==> config.mk <==
export PLATFORM = sky130hd
export DESIGN_NAME = lineCar
export DESIGN_NICKNAME = d
export VERILOG_FILES = /design/src/logic/carPkg.sv /design/src/logic/digitDisplay.sv /design/src/logic/lineCar.sv /design/src/logic/motorDrive.sv /design/src/logic/phaseTimer.sv /design/src/logic/routeController.sv /design/src/logic/statusLeds.sv /design/src/logic/trackSensor.sv
export SDC_FILE = /design/constraint.sdc
export NUM_CORES = 1
export LEC_CHECK = 0
export ABC_AREA = 1
export BUFFER_PORTS_ARGS = -buffer_cell sky130_fd_sc_hd__buf_2
export CAP_MARGIN = 15
export CORE_MARGIN = 5
export CORE_UTILIZATION = 65
export DETAILED_ROUTE_END_ITERATION = 8
export PLACE_DENSITY = 0.9
export SETUP_SLACK_MARGIN = 0.15
export SYNTH_ARGS = -nofsm -noshare
export SYNTH_HDL_FRONTEND = slang
export SYNTH_SLANG_ARGS = --single-unit
==> constraint.sdc <==
create_clock -name clk -period 11.85 [get_ports clk]
set_clock_uncertainty 0.05 [all_clocks]
set_input_delay 0.5925 -clock clk [delete_from_list [all_inputs] [get_ports clk]]
set_output_delay 0.5925 -clock clk [all_outputs]
set_load 0.1 [all_outputs]
==> src/logic/carPkg.sv <==
`default_nettype none

package carPkg;

    // Sensor bits are {left, mid, right}, 1 means on the line
    typedef enum logic [2:0] {
        errorRoad    = 3'b000,
        rightLittle  = 3'b001,
        straightRoad = 3'b010,
        rightRoad    = 3'b011,
        leftLittle   = 3'b100,
        turn101      = 3'b101,
        leftRoad     = 3'b110,
        turn111      = 3'b111
    } roadPattern;

    typedef enum logic [3:0] {
        stIdle,
        stStart,
        stCount,
        stStraight,
        stLittleLeft,
        stLittleRight,
        stChoose,
        stLeft,
        stRight,
        stBack,
        stStop,
        stError
    } carState;

    // Codes 0 to 9 are plain decimal digits
    typedef enum logic [3:0] {
        glyphSection = 4'd10,
        glyphBlank   = 4'd11,
        glyphI       = 4'd12,
        glyphD       = 4'd13,
        glyphL       = 4'd14,
        glyphError   = 4'd15
    } digitGlyph;

    // Segment order {g, f, e, d, c, b, a}, active low
    localparam logic [0:15][6:0] glyphSegments = {
        7'b1000000, 7'b1111001, 7'b0100100, 7'b0110000,
        7'b0011001, 7'b0010010, 7'b0000010, 7'b1111000,
        7'b0000000, 7'b0010000,
        7'b0111111,  // section bar
        7'b1111111,  // blank
        7'b1001111,  // I
        7'b0100001,  // d
        7'b1000111,  // L
        7'b0000110   // E
    };

    typedef struct packed {
        digitGlyph d3;
        digitGlyph d2;
        digitGlyph d1;
        digitGlyph d0;
    } digitSet;

    typedef struct packed {
        logic forward;
        logic reverse;
        logic fast;
    } wheelCmd;

    typedef struct packed {
        wheelCmd left;
        wheelCmd right;
    } driveCmd;

    typedef struct packed {
        logic       countFinish;
        logic       pauseDone;
        logic       blink;
        logic [1:0] countPhase;
    } timerStatus;

endpackage

`default_nettype wire

==> src/logic/digitDisplay.sv <==
`timescale 1ns/1ps
`default_nettype none

module digitDisplay #(
    parameter int scanCycles = 100_000
) (
    input  wire              clk,
    input  wire              rst,
    input  wire              carPkg::carState state,
    input  wire              cpStraight,
    input  wire              cpChoose,
    input  wire              cpLeft,
    input  wire              cpRight,
    input  wire [1:0]        countPhase,
    output logic [3:0]       digit,
    output logic [6:0]       segments
);
    import carPkg::*;

    localparam int ScanW = $clog2(scanCycles + 1);

    logic [ScanW-1:0] scanCount;
    logic [1:0]       index;
    digitSet          glyphs;
    digitGlyph        shown;

    always_comb begin
        case (state)
            stIdle: glyphs = '{digitGlyph'(4'd1), glyphI, glyphD, glyphL};
            stStart: glyphs = '{4{glyphBlank}};
            stCount: glyphs = '{glyphBlank, glyphBlank, glyphBlank,
                                digitGlyph'(4'd3 - {2'b00, countPhase})};
            stStraight, stLittleLeft, stLittleRight:
                glyphs = '{glyphSection, digitGlyph'(4'd2), glyphBlank,
                           digitGlyph'({3'b000, cpStraight})};
            stChoose: glyphs = '{glyphSection, digitGlyph'(4'd1), glyphBlank,
                                 digitGlyph'({3'b000, cpChoose})};
            stLeft: glyphs = '{glyphSection, digitGlyph'(4'd3), glyphBlank,
                               digitGlyph'({3'b000, cpLeft})};
            stRight: glyphs = '{glyphSection, digitGlyph'(4'd4), glyphBlank,
                                digitGlyph'({3'b000, cpRight})};
            stBack, stStop: glyphs = '{4{digitGlyph'(4'd0)}};
            default: glyphs = '{4{glyphError}};
        endcase
    end

    // Digit scan
    always_ff @(posedge clk or posedge rst) begin
        if (rst) begin
            scanCount <= '0;
            index     <= 2'd0;
        end else if (scanCount == ScanW'(scanCycles - 1)) begin
            scanCount <= '0;
            index     <= index + 2'd1;
        end else begin
            scanCount <= scanCount + 1'b1;
        end
    end

    always_comb begin
        case (index)
            2'd0: shown = glyphs.d0;
            2'd1: shown = glyphs.d1;
            2'd2: shown = glyphs.d2;
            default: shown = glyphs.d3;
        endcase
    end

    assign digit    = ~(4'b0001 << index);
    assign segments = glyphSegments[shown];

endmodule

`default_nettype wire

==> src/logic/lineCar.sv <==
`timescale 1ns/1ps
`default_nettype none

module lineCar #(
    parameter int phaseCycles = 100_000_000,
    parameter int pauseCycles = 50_000_000,
    parameter int blinkCycles = 25_000_000,
    parameter int lampCycles  = 30_000_000,
    parameter int scanCycles  = 100_000,
    parameter int pwmPeriod   = 1024,
    parameter int slowDuty    = 512
) (
    input  wire         clk,
    input  wire         rst,
    input  wire         run,
    input  wire         leftTrack,
    input  wire         midTrack,
    input  wire         rightTrack,
    output logic [15:0] led,
    output logic [3:0]  digit,
    output logic [6:0]  segments,
    output logic        in1,
    output logic        in2,
    output logic        in3,
    output logic        in4,
    output logic        pwmLeft,
    output logic        pwmRight
);
    import carPkg::*;

    roadPattern road;
    carState    state;
    timerStatus timers;
    logic       cpStraight;
    logic       cpChoose;
    logic       cpLeft;
    logic       cpRight;
    logic       countDone;
    logic [1:0] countPhase;
    logic       countBlink;
    logic       pauseDone;
    logic       backBlink;

    trackSensor u_trackSensor (
        .clk(clk), .rst(rst), .leftTrack(leftTrack), .midTrack(midTrack),
        .rightTrack(rightTrack), .road(road)
    );

    routeController u_routeController (
        .clk(clk), .rst(rst), .run(run), .road(road), .timers(timers),
        .state(state), .cpStraight(cpStraight), .cpChoose(cpChoose),
        .cpLeft(cpLeft), .cpRight(cpRight)
    );

    // Start countdown, stop pause and reversing blink
    phaseTimer #(.phaseCycles(phaseCycles), .phases(4)) u_countTimer (
        .clk(clk), .rst(rst), .enable(state == stCount),
        .done(countDone), .phase(countPhase), .blink(countBlink)
    );

    phaseTimer #(.phaseCycles(pauseCycles), .phases(1)) u_pauseTimer (
        .clk(clk), .rst(rst), .enable(state == stStop),
        .done(pauseDone), .phase(), .blink()
    );

    phaseTimer #(.phaseCycles(blinkCycles), .phases(1)) u_blinkTimer (
        .clk(clk), .rst(rst), .enable(state == stBack),
        .done(), .phase(), .blink(backBlink)
    );

    // Only one of the blink sources runs at a time
    assign timers = '{countFinish: countDone, pauseDone: pauseDone,
                      blink: countBlink | backBlink, countPhase: countPhase};

    statusLeds #(.lampCycles(lampCycles)) u_statusLeds (
        .clk(clk), .rst(rst), .state(state), .road(road), .timers(timers), .led(led)
    );

    digitDisplay #(.scanCycles(scanCycles)) u_digitDisplay (
        .clk(clk), .rst(rst), .state(state), .cpStraight(cpStraight),
        .cpChoose(cpChoose), .cpLeft(cpLeft), .cpRight(cpRight),
        .countPhase(timers.countPhase), .digit(digit), .segments(segments)
    );

    motorDrive #(.pwmPeriod(pwmPeriod), .slowDuty(slowDuty)) u_motorDrive (
        .clk(clk), .rst(rst), .state(state), .in1(in1), .in2(in2), .in3(in3),
        .in4(in4), .pwmLeft(pwmLeft), .pwmRight(pwmRight)
    );

endmodule

`default_nettype wire

==> src/logic/motorDrive.sv <==
`timescale 1ns/1ps
`default_nettype none

module motorDrive #(
    parameter int pwmPeriod = 1024,
    parameter int slowDuty  = 512
) (
    input  wire              clk,
    input  wire              rst,
    input  wire              carPkg::carState state,
    output logic             in1,
    output logic             in2,
    output logic             in3,
    output logic             in4,
    output logic             pwmLeft,
    output logic             pwmRight
);
    import carPkg::*;

    localparam int PwmW = $clog2(pwmPeriod + 1);

    // {forward, reverse, fast}
    localparam wheelCmd fwdFast = 3'b101;
    localparam wheelCmd fwdSlow = 3'b100;
    localparam wheelCmd revFast = 3'b011;
    localparam wheelCmd wheelOff = 3'b000;

    logic [PwmW-1:0] pwmCount;
    logic            slowOn;
    driveCmd         cmd;

    function automatic logic wheelPwm(input wheelCmd w, input logic slow);
        return (w.forward | w.reverse) & (w.fast | slow);
    endfunction

    always_comb begin
        case (state)
            stStraight: cmd = '{fwdFast, fwdFast};
            stLittleLeft: cmd = '{fwdSlow, fwdFast};
            stLittleRight: cmd = '{fwdFast, fwdSlow};
            stChoose: cmd = '{fwdSlow, fwdSlow};
            stLeft: cmd = '{revFast, fwdFast};
            stRight: cmd = '{fwdFast, revFast};
            stBack: cmd = '{revFast, revFast};
            default: cmd = '{wheelOff, wheelOff};
        endcase
    end

    always_ff @(posedge clk or posedge rst) begin
        if (rst) begin
            pwmCount <= '0;
        end else if (pwmCount == PwmW'(pwmPeriod - 1)) begin
            pwmCount <= '0;
        end else begin
            pwmCount <= pwmCount + 1'b1;
        end
    end

    assign slowOn   = pwmCount < PwmW'(slowDuty);
    assign in1      = cmd.left.forward;
    assign in2      = cmd.left.reverse;
    assign in3      = cmd.right.forward;
    assign in4      = cmd.right.reverse;
    assign pwmLeft  = wheelPwm(cmd.left, slowOn);
    assign pwmRight = wheelPwm(cmd.right, slowOn);

endmodule

`default_nettype wire

==> src/logic/phaseTimer.sv <==
`timescale 1ns/1ps
`default_nettype none

module phaseTimer #(
    parameter int phaseCycles = 100_000_000,
    parameter int phases      = 4
) (
    input  wire        clk,
    input  wire        rst,
    input  wire        enable,
    output logic       done,
    output logic [1:0] phase,
    output logic       blink
);
    localparam int CntW = $clog2(phaseCycles + 1);
    localparam logic [CntW-1:0] lastCount = CntW'(phaseCycles - 1);
    localparam logic [1:0] lastPhase = 2'(phases - 1);

    logic [CntW-1:0] count;
    logic            finished;

    always_ff @(posedge clk or posedge rst) begin
        if (rst) begin
            count    <= '0;
            phase    <= 2'd0;
            blink    <= 1'b0;
            done     <= 1'b0;
            finished <= 1'b0;
        end else if (!enable) begin
            count    <= '0;
            phase    <= 2'd0;
            blink    <= 1'b0;
            done     <= 1'b0;
            finished <= 1'b0;
        end else begin
            done <= 1'b0;
            if (count == lastCount) begin
                count <= '0;
                blink <= ~blink;
                // Phase holds on the last step, done fires once
                if (phase == lastPhase) begin
                    done     <= !finished;
                    finished <= 1'b1;
                end else begin
                    phase <= phase + 2'd1;
                end
            end else begin
                count <= count + 1'b1;
            end
        end
    end

endmodule

`default_nettype wire

==> src/logic/routeController.sv <==
`timescale 1ns/1ps
`default_nettype none

module routeController (
    input  wire                carPkg::roadPattern road,
    input  wire                carPkg::timerStatus timers,
    input  wire                clk,
    input  wire                rst,
    input  wire                run,
    output carPkg::carState    state,
    output logic               cpStraight,
    output logic               cpChoose,
    output logic               cpLeft,
    output logic               cpRight
);
    import carPkg::*;

    carState    nextState;
    carState    resume;
    carState    nextResume;
    logic [1:0] rightCount;
    logic       rightConfirmed;
    logic       straightSeen;
    logic       inStraight;

    assign inStraight = (state == stStraight) || (state == stLittleLeft) ||
                        (state == stLittleRight);

    always_comb begin
        nextState  = state;
        nextResume = resume;
        case (state)
            stIdle: if (run) nextState = stStart;
            stStart: if (road == straightRoad) nextState = stCount;
            stCount: if (timers.countFinish) nextState = stStraight;
            stStraight, stLittleLeft, stLittleRight: begin
                case (road)
                    errorRoad: begin
                        nextState  = stStop;
                        nextResume = stBack;
                    end
                    turn111: nextState = cpStraight ? stChoose : stStraight;
                    rightLittle: nextState = stLittleRight;
                    leftLittle: nextState = stLittleLeft;
                    default: nextState = stStraight;
                endcase
            end
            stChoose: begin
                if (road == turn101) begin
                    nextState  = stStop;
                    nextResume = stLeft;
                end else if (road == turn111 && cpChoose) begin
                    nextState = stStraight;
                end
            end
            stLeft: begin
                if (road == turn101) begin
                    nextState  = stStop;
                    nextResume = stRight;
                end else if (road == turn111 && cpLeft) begin
                    nextState  = stStop;
                    nextResume = stStraight;
                end
            end
            stRight: begin
                if (road == turn101 && rightConfirmed) begin
                    nextState = stError;
                end else if (road == turn111 && cpRight && rightConfirmed) begin
                    nextState  = stStop;
                    nextResume = stStraight;
                end
            end
            // Without a turn record, backing up always resumes to the left
            stBack: begin
                if (road == turn111) begin
                    nextState  = stStop;
                    nextResume = stLeft;
                end
            end
            stStop: if (timers.pauseDone) nextState = resume;
            stError: if (!run) nextState = stIdle;
            default: nextState = stIdle;
        endcase
    end

    always_ff @(posedge clk or posedge rst) begin
        if (rst) begin
            state  <= stIdle;
            resume <= stIdle;
        end else begin
            state  <= run ? nextState : stIdle;
            resume <= nextResume;
        end
    end

    // Right turn confirmed after three turn111 samples in a row
    always_ff @(posedge clk or posedge rst) begin
        if (rst) begin
            rightCount     <= 2'd0;
            rightConfirmed <= 1'b0;
        end else if (state != stRight) begin
            rightCount     <= 2'd0;
            rightConfirmed <= 1'b0;
        end else if (road == turn111) begin
            if (rightCount == 2'd2) begin
                rightConfirmed <= 1'b1;
            end else begin
                rightCount <= rightCount + 2'd1;
            end
        end else begin
            rightCount <= 2'd0;
        end
    end

    // A checkpoint arms once its state has left the junction marker
    always_ff @(posedge clk or posedge rst) begin
        if (rst) begin
            cpStraight   <= 1'b0;
            cpChoose     <= 1'b0;
            cpLeft       <= 1'b0;
            cpRight      <= 1'b0;
            straightSeen <= 1'b0;
        end else begin
            if (!straightSeen || (inStraight && road != turn111)) begin
                cpStraight <= 1'b1;
            end else if (!inStraight) begin
                cpStraight <= 1'b0;
            end
            cpChoose <= (state == stChoose) && (cpChoose || road != turn111);
            cpLeft   <= (state == stLeft) && (cpLeft || road != turn111);
            cpRight  <= (state == stRight) && (cpRight || road != turn111);
            if (state == stStraight) straightSeen <= 1'b1;
        end
    end

endmodule

`default_nettype wire

==> src/logic/statusLeds.sv <==
`timescale 1ns/1ps
`default_nettype none

module statusLeds #(
    parameter int lampCycles = 30_000_000
) (
    input  wire                clk,
    input  wire                rst,
    input  wire                carPkg::carState state,
    input  wire                carPkg::roadPattern road,
    input  wire                carPkg::timerStatus timers,
    output logic [15:0]        led
);
    import carPkg::*;

    localparam int LampW = $clog2(lampCycles + 1);

    logic [LampW-1:0] lampCount;
    logic [2:0]       lamp;
    logic [4:0]       code;
    logic [5:0]       activity;

    // Rotating lamp while waiting at the choice junction
    always_ff @(posedge clk or posedge rst) begin
        if (rst) begin
            lampCount <= '0;
            lamp      <= 3'b001;
        end else if (state != stChoose) begin
            lampCount <= '0;
            lamp      <= 3'b001;
        end else if (lampCount == LampW'(lampCycles - 1)) begin
            lampCount <= '0;
            lamp      <= {lamp[1:0], lamp[2]};
        end else begin
            lampCount <= lampCount + 1'b1;
        end
    end

    always_comb begin
        case (state)
            stStart: code = 5'b00001;
            stCount: code = 5'b00010;
            stStraight, stLittleLeft, stLittleRight: code = 5'b01000;
            stChoose: code = {lamp, 2'b00};
            stLeft: code = 5'b10000;
            stRight: code = 5'b00100;
            stStop: code = 5'b11100;
            stBack: code = 5'b01010;
            stError: code = 5'b11111;
            default: code = 5'b00000;
        endcase
    end

    always_comb begin
        case (state)
            stCount, stBack: activity = timers.blink ? 6'b000000 : 6'b111111;
            stStraight: activity = 6'b001100;
            stRight: activity = 6'b000011;
            stLeft: activity = 6'b110000;
            stStop: activity = 6'b111111;
            default: activity = 6'b000000;
        endcase
    end

    assign led = {code, 1'b0, activity, 1'b0, road};

endmodule

`default_nettype wire

==> src/logic/trackSensor.sv <==
`timescale 1ns/1ps
`default_nettype none

module trackSensor (
    input  wire                clk,
    input  wire                rst,
    input  wire                leftTrack,
    input  wire                midTrack,
    input  wire                rightTrack,
    output carPkg::roadPattern road
);
    import carPkg::*;

    logic [2:0] syncA;
    logic [2:0] syncB;

    // Two-flop synchronizer on the raw sensor lines
    always_ff @(posedge clk or posedge rst) begin
        if (rst) begin
            syncA <= 3'b000;
            syncB <= 3'b000;
        end else begin
            syncA <= {leftTrack, midTrack, rightTrack};
            syncB <= syncA;
        end
    end

    assign road = roadPattern'(syncB);

endmodule

`default_nettype wire

After elaboration in Yosys (flattened, before gate mapping)
Memory sizes are Yosys's and may differ from the RTL's. Index checks and enable logic that the tools add are counted.

Register bits after elaboration: 168. Bits in latches: 0. Memory bits (writable): 0. Memory bits (read-only): 112. Input bits: 6. Output and inout port bits: 33. Word-level logic and storage cells: 213. Memories kept: 1.

Memories: (name not given) (words 16, bits a word 7, rd ports 1, clocked after Yosys merged registers in 0, wr ports 0, line digitDisplay.sv:70) `assign segments = glyphSegments[shown];`.

Add/subtract/negate cells: 11. $mul: 0. Div/mod/pow operators: 0. Order comparisons: 2. Equal/unequal tests: 52. Shift operators: 1. Muxes and demuxes: 72. Bitwise gates (word level): 11. Reduce and logical (&&, ||, !) cells: 36.

Operators by type and width (count): $pmux W16 S8 (1); $mux W25 (4); $mux W4 (18); $mux W27 (2); $mux W26 (2); $add A25 B1 Y25 const B (2); $eq A25 B25 Y1 const B (2); $pmux W5 S9 (1); $pmux W6 S7 (1); $pmux W4 S10 (1); $pmux W6 S5 (1); $ne A2 B2 Y1 const B (14); $add A27 B1 Y27 const B (1); $eq A27 B27 Y1 const B (1); $add A26 B1 Y26 const B (1); $eq A26 B26 Y1 const B (1); $mux W1 (21); $ne A3 B3 Y1 const B (7); $pmux W4 S5 (1); $mux W2 (9); $add A17 B1 Y17 const B (1); $eq A17 B17 Y1 const B (1); $mux W17 (1); $eq A4 B3 Y1 const B (4); 41 further kinds (87).

Logic depth before layout (Yosys ltp)
Depth after elaboration: 8. Gate-level depth with buffers: 16. Depth with buffers taken out: 16.

Modules after synthesis
From an unflattened synthesis, not the netlist that was laid out.

Cell total of the unflattened synthesis: 1592. Area, all modules: 11061.9 um^2.

By module, submodules not included: phaseTimer (u_countTimer) (times used 1, cells an instance 265, area an instance 1884.3 um^2, seq. area each 800.8 um^2); phaseTimer (u_pauseTimer) (times used 1, cells an instance 265, area an instance 1874.3 um^2, seq. area each 775.7 um^2); statusLeds (times used 1, cells an instance 263, area an instance 1839.3 um^2, seq. area each 701.9 um^2); phaseTimer (u_blinkTimer) (times used 1, cells an instance 257, area an instance 1769.2 um^2, seq. area each 750.7 um^2); digitDisplay (times used 1, cells an instance 235, area an instance 1571.5 um^2, seq. area each 475.5 um^2); routeController (times used 1, cells an instance 194, area an instance 1239.9 um^2, seq. area each 400.4 um^2); motorDrive (times used 1, cells an instance 94, area an instance 676.9 um^2, seq. area each 275.3 um^2); trackSensor (times used 1, cells an instance 7, area an instance 153.9 um^2, seq. area each 150.1 um^2); lineCar (times used 1, cells an instance 12, area an instance 52.6 um^2, seq. area each 0.0 um^2).

Least setup slack after synthesis
No wires, ideal clock.

Path kind: register to output. Start point: register u_digitDisplay.index[0]. End point: output port segments[6]. Arrival: 3.676 ns. Data required time: 11.208 ns. Setup slack: 7.531 ns. Cell stages (with the launch flop): 15. Path buffers: 0. Cells stage by stage: dfrtp_1 > inv_1 > ha_1 > inv_1 > nor2_1 > nand2_1 > nand2_1 > a21oi_1 > nand3_1 > nand2_2 > ha_1 > nor2_1 > nand2_1 > o21ai_0 > a21oi_1.

Word-level cells in the longest chain between the ends: 6. Elaborated cells between the ends (all ways): 8. Those cells by class: eq/ne (2); mux (3); bitwise (1); reduce/logical (1); memory (1).

Ends and longest elaborated chain: from (decl) (line digitDisplay.sv:23) `logic [1:0] index;`; from (signal assigned) (line digitDisplay.sv:54) `index <= index + 2'd1;`; $eq A2 B2 Y1, or another cell as far along (line digitDisplay.sv:61) `case (index)`; $pmux W4 S3 (*) (line digitDisplay.sv:61); $not A4 Y5 (implied by the code) (*) (line digitDisplay.sv:70); $mem_v2 Z16 W7 (*); $mux W7 (implied by the code) (*) (2 in series) (line digitDisplay.sv:70); to (decl) (line lineCar.sv:21) `output logic [6:0] segments,`.

Mark *: on every way between the ends. The rest lies on a longest branch, timed or not. The select of a mux whose other input is x is not followed.

Worst setup path after layout
Start point: register u_routeController.state[2]. End point: output port segments[6].

Word-level cells in the longest chain between the ends: 8. Elaborated cells between the ends (all ways): 19. Those cells by class: eq/ne (10); mux (4); bitwise (1); reduce/logical (3); memory (1).

Ends and longest elaborated chain: from (decl) (line routeController.sv:10) `output carPkg::carState state,`; from (signal assigned) (line routeController.sv:88) `state <= stIdle;`; from (signal assigned) (line routeController.sv:91) `state <= run ? nextState : stIdle;`; $eq A4 B2 Y1, or another cell as far along (line digitDisplay.sv:28) `case (state)`; $reduce_or A3 Y1 or $reduce_or A2 Y1 (tied branches) (line digitDisplay.sv:28); $pmux W16 S8 (*) (line digitDisplay.sv:28); $pmux W4 S3 (*) (line digitDisplay.sv:61); $not A4 Y5 (implied by the code) (*) (line digitDisplay.sv:70); $mem_v2 Z16 W7 (*); $mux W7 (implied by the code) (*) (2 in series) (line digitDisplay.sv:70).

Marked as above.

==> results.md <==
* Final Max Tran Viols at 0
* Hold Path Class: in -> reg
* Cell Chain, Critical Path: nor2_2 -> nand2_2 -> inv_2 -> nand2_1 -> nand2_1 -> a21oi_1 -> nand3_1 -> nand2_2 -> inv_1 -> ha_1 -> nand2_1 -> nand2_1 -> a21oi_1 -> a21oi_1 -> buf_2
* Peak Freq at 0.258 GHz
* Slew margin rel. at 0.358
* GPL Wtd Cong at 0.966
* Fin area at 10200 µm²
* Post-Syn Instances at 1222
* GRT overflow at 0
* DR DRC count at 0
* Die Span X at 129 µm
* Seq/Total Area, Yosys at 0.454
* CP dominant cell by count: nand2_1
* Largest net degree at the start of global routing at 91
* # clock sinks at 168
* Outcome: complete, no violations
* Post_cts resized at 0
* Number of synthesized flops with an enable pin at 0
* Post-DP Area at 9590 µm²
* Met3 WL at 1220 µm
* Worst path arrival time at 3.23 ns
* Yosys reg bits at 168
* Initial Util at 0.665
* Standard-cell rows at 43
* Crit path max-delay family: simple AND/OR/NAND/NOR gates
* Internal at 0.992 mW
* Core area at 13900 µm²
* Nets at 1286
* Leading cell types by count after synthesis: 237 x nand2_1, 184 x nor2_1, 171 x inv_1
* Routed met2 length at 10400 µm
* RSZ-0062 raised after global routing: no
* Switching share of power at 0.418
* Layout area overhead at 9.89%
* Critical path data required time at 11.21 ns
* Worst-skew pair later-pin latency at 0.43 ns
* # fillers at 1075
* Library cells used by synthesis at 49
* Routed length per instance at 14.8 µm
* Die Height at 129 µm
* WP buf/inv at 3
* Max VDD drop at 0.398 mV
* Top FF cell, synth: dfrtp_1
* Initial antenna violation count at 1
* I/O pin count at 39
* Mean Syn Cell Area at 7.59 µm²
* Met1 WL at 9500 µm
* TritonCTS clock tree: yes
* Hold bufs inserted after CTS at 0
* Post-CTS Setup Bufs at 0
* Most numerous cell in the Yosys netlist: nand2_1
* Max-cap viol count at 0
* Synth top area cells: dfrtp_1 45%, nand2_1 9.6%, nor2_1 7.5%, inv_1 6.9%, a21oi_1 3.7%
* Clock Pin Slew Worst Setup and Hold Paths at 0.07 ns
* Async set-or-reset flop fraction in the synthesized netlist at 1.00
* Global-route wire length before repair at 36300 µm
* Longest Clk Path Bufs at 2
* Vias at 8397
* Seq pwr share at 0.354
* Yosys top cell by area: dfrtp_1
* Layout cells sized above 1 at 0.0856
* Crit-path max cell delay at 0.46 ns
* Max Used Layer: met4
* DP Worst Slack at 8.50 ns
* Setup WS post-layout at 7.98 ns
* CTS buffer count at 17
* Worst slew pin tran at 0.964 ns
* Post-DP HPWL at 14900 µm
* Worst-path fanout max at 15
* Tmin final at 3.87 ns
* Vias in the first global route at 7920
* Pwr/cell area at 167 nW/µm²
* Mapped Area at 9270 µm²
* Count of port buffers added during placement at 36
* TritonRoute pass-1 iters at 6
* Final Hold Fails at 0
* Setup tns final at 0 ns
* Drt total wl at 21500 µm
* Synth Warn # at 0
* Antenna Violating Nets Remaining at 0
* Crit end category: output port
* GRT Total Usage at 0.267
* Clk root buf: clkbuf_16
* Clock H-tree levels at 4
* Iter 0 DRT Violations at 766
* Synth top area share at 0.451
* Routed vias/inst at 5.77
* CP startpoint kind: register
* Final setup vio count at 0
* Gate power share at 0.317
* Die ar. at 16700 µm²
* Leakage at 4.58 nW
* Slowest-stage cell, CP: dfrtp_1
* P_sw at 0.711 mW
* Critical setup path kind: reg -> out
* Clock power share at 0.329
* Fin crit share at 0.327
-- cells in the final DEF (no fill, tap or decap), types with 7 or more instances in the layout --
cell type	count
nor3_1	63
nor2_1	184
nor4_1	22
nor2_2	10
buf_2	36
ha_1	19
xnor2_1	8
o21ai_0	53
nand2_1	237
nand2_2	7
nand4_1	39
nand3_1	64
xor2_1	20
dfrtp_1	167
inv_1	170
o21ai_1	7
clkbuf_16	17
a21oi_1	68
-- stage by stage --
stage	power [mW]	utilization	hold WS, ns	cells
detailed placement	1.15	0.688	0.298	1422
global placement	1.14	0.688	0.284	1422
floorplan	1.07	-	0.281	1223
CTS	1.71	0.731	0.213	1454
global route	1.77	0.731	0.209	1455
finish	1.70	0.731	0.225	1455
-- sequential cells by signal, summed over array words and instances (netlist names), 2 cells and up --
register                      cells
u_pauseTimer.count               26
u_statusLeds.lampCount           25
u_pauseTimer.phase                2
u_statusLeds.lamp                 3
u_trackSensor.road                3
u_countTimer.count               27
u_digitDisplay.index              2
u_countTimer.phase                2
u_routeController.state           4
u_routeController.rightCount      2
u_routeController.resume          4
u_digitDisplay.scanCount         17
u_motorDrive.pwmCount            11
u_trackSensor.syncA               3
u_blinkTimer.count               25
-- power by group through the flow --
stage          Sequential (mW)  Combinational, mW  Clock, mW
2_1_floorplan            0.611              0.457          0
3_3_place_gp             0.612              0.528          0
3_5_place_dp             0.612              0.534          0
4_1_cts                  0.602              0.538      0.566
5_1_grt                  0.604              0.572      0.593
6_report                 0.603              0.540      0.560
-- routing by layer --
metal | track usage | up-vias
li1 | - | 4078
met3 | 0.0482 | 39
met1 | 0.361 | 3983
met2 | 0.441 | 297
met5 | 0 | -
met4 | 0.0837 | 0
-- cell type report --
| type | instances | area [µm²] | share of cell area |
|---|---|---|---|
| Timing Repair Buffer | 37 | 188 | 0.0184 |
| Inverter | 179 | 677 | 0.0664 |
| Clock inverter | 14 | 165 | 0.0162 |
| Clock buffer | 18 | 429 | 0.0421 |
| Tap cell | 180 | 225 | 0.0221 |
| Antenna cell | 1 | 2.50 | 0.000246 |
| Multi-Input combinational cell | 858 | 4300 | 0.422 |
| Sequential cell | 168 | 4210 | 0.413 |
-- final timing paths --
| check | start | endpoint | slack [ns] | cells after the start |
|---|---|---|---|---|
| max in group asynchronous | rst | u_pauseTimer.count[21] | 10.05 | 3 |
| min | leftTrack | u_trackSensor.syncA[2] | 0.22 | 1 |
| min reg2reg | u_trackSensor.syncA[0] | u_trackSensor.road[0] | 0.30 | 0 |
| max reg2reg | u_routeController.state[1] | u_pauseTimer.count[17] | 9.20 | 8 |
| min in group asynchronous | rst | u_pauseTimer.count[15] | 0.26 | 2 |
| max | u_routeController.state[2] | segments[6] | 7.98 | 15 |
-- cell families (layout without fill, tap and decap cells) --
group                      Yosys count  after routing  share of synthesized area
and+or+nand+nor                    646            646                      0.312
buffers and inverters              197            248                     0.0834
DFF                                168            168                      0.454
AOI/OAI and AO/OA                  163            163                     0.0984
xor gates and xnor gates            28             28                     0.0265
adders and majority gates           19             19                     0.0256
other                                1              3                   0.000405
No activity file was read; power rests on OpenSTA's default activity.
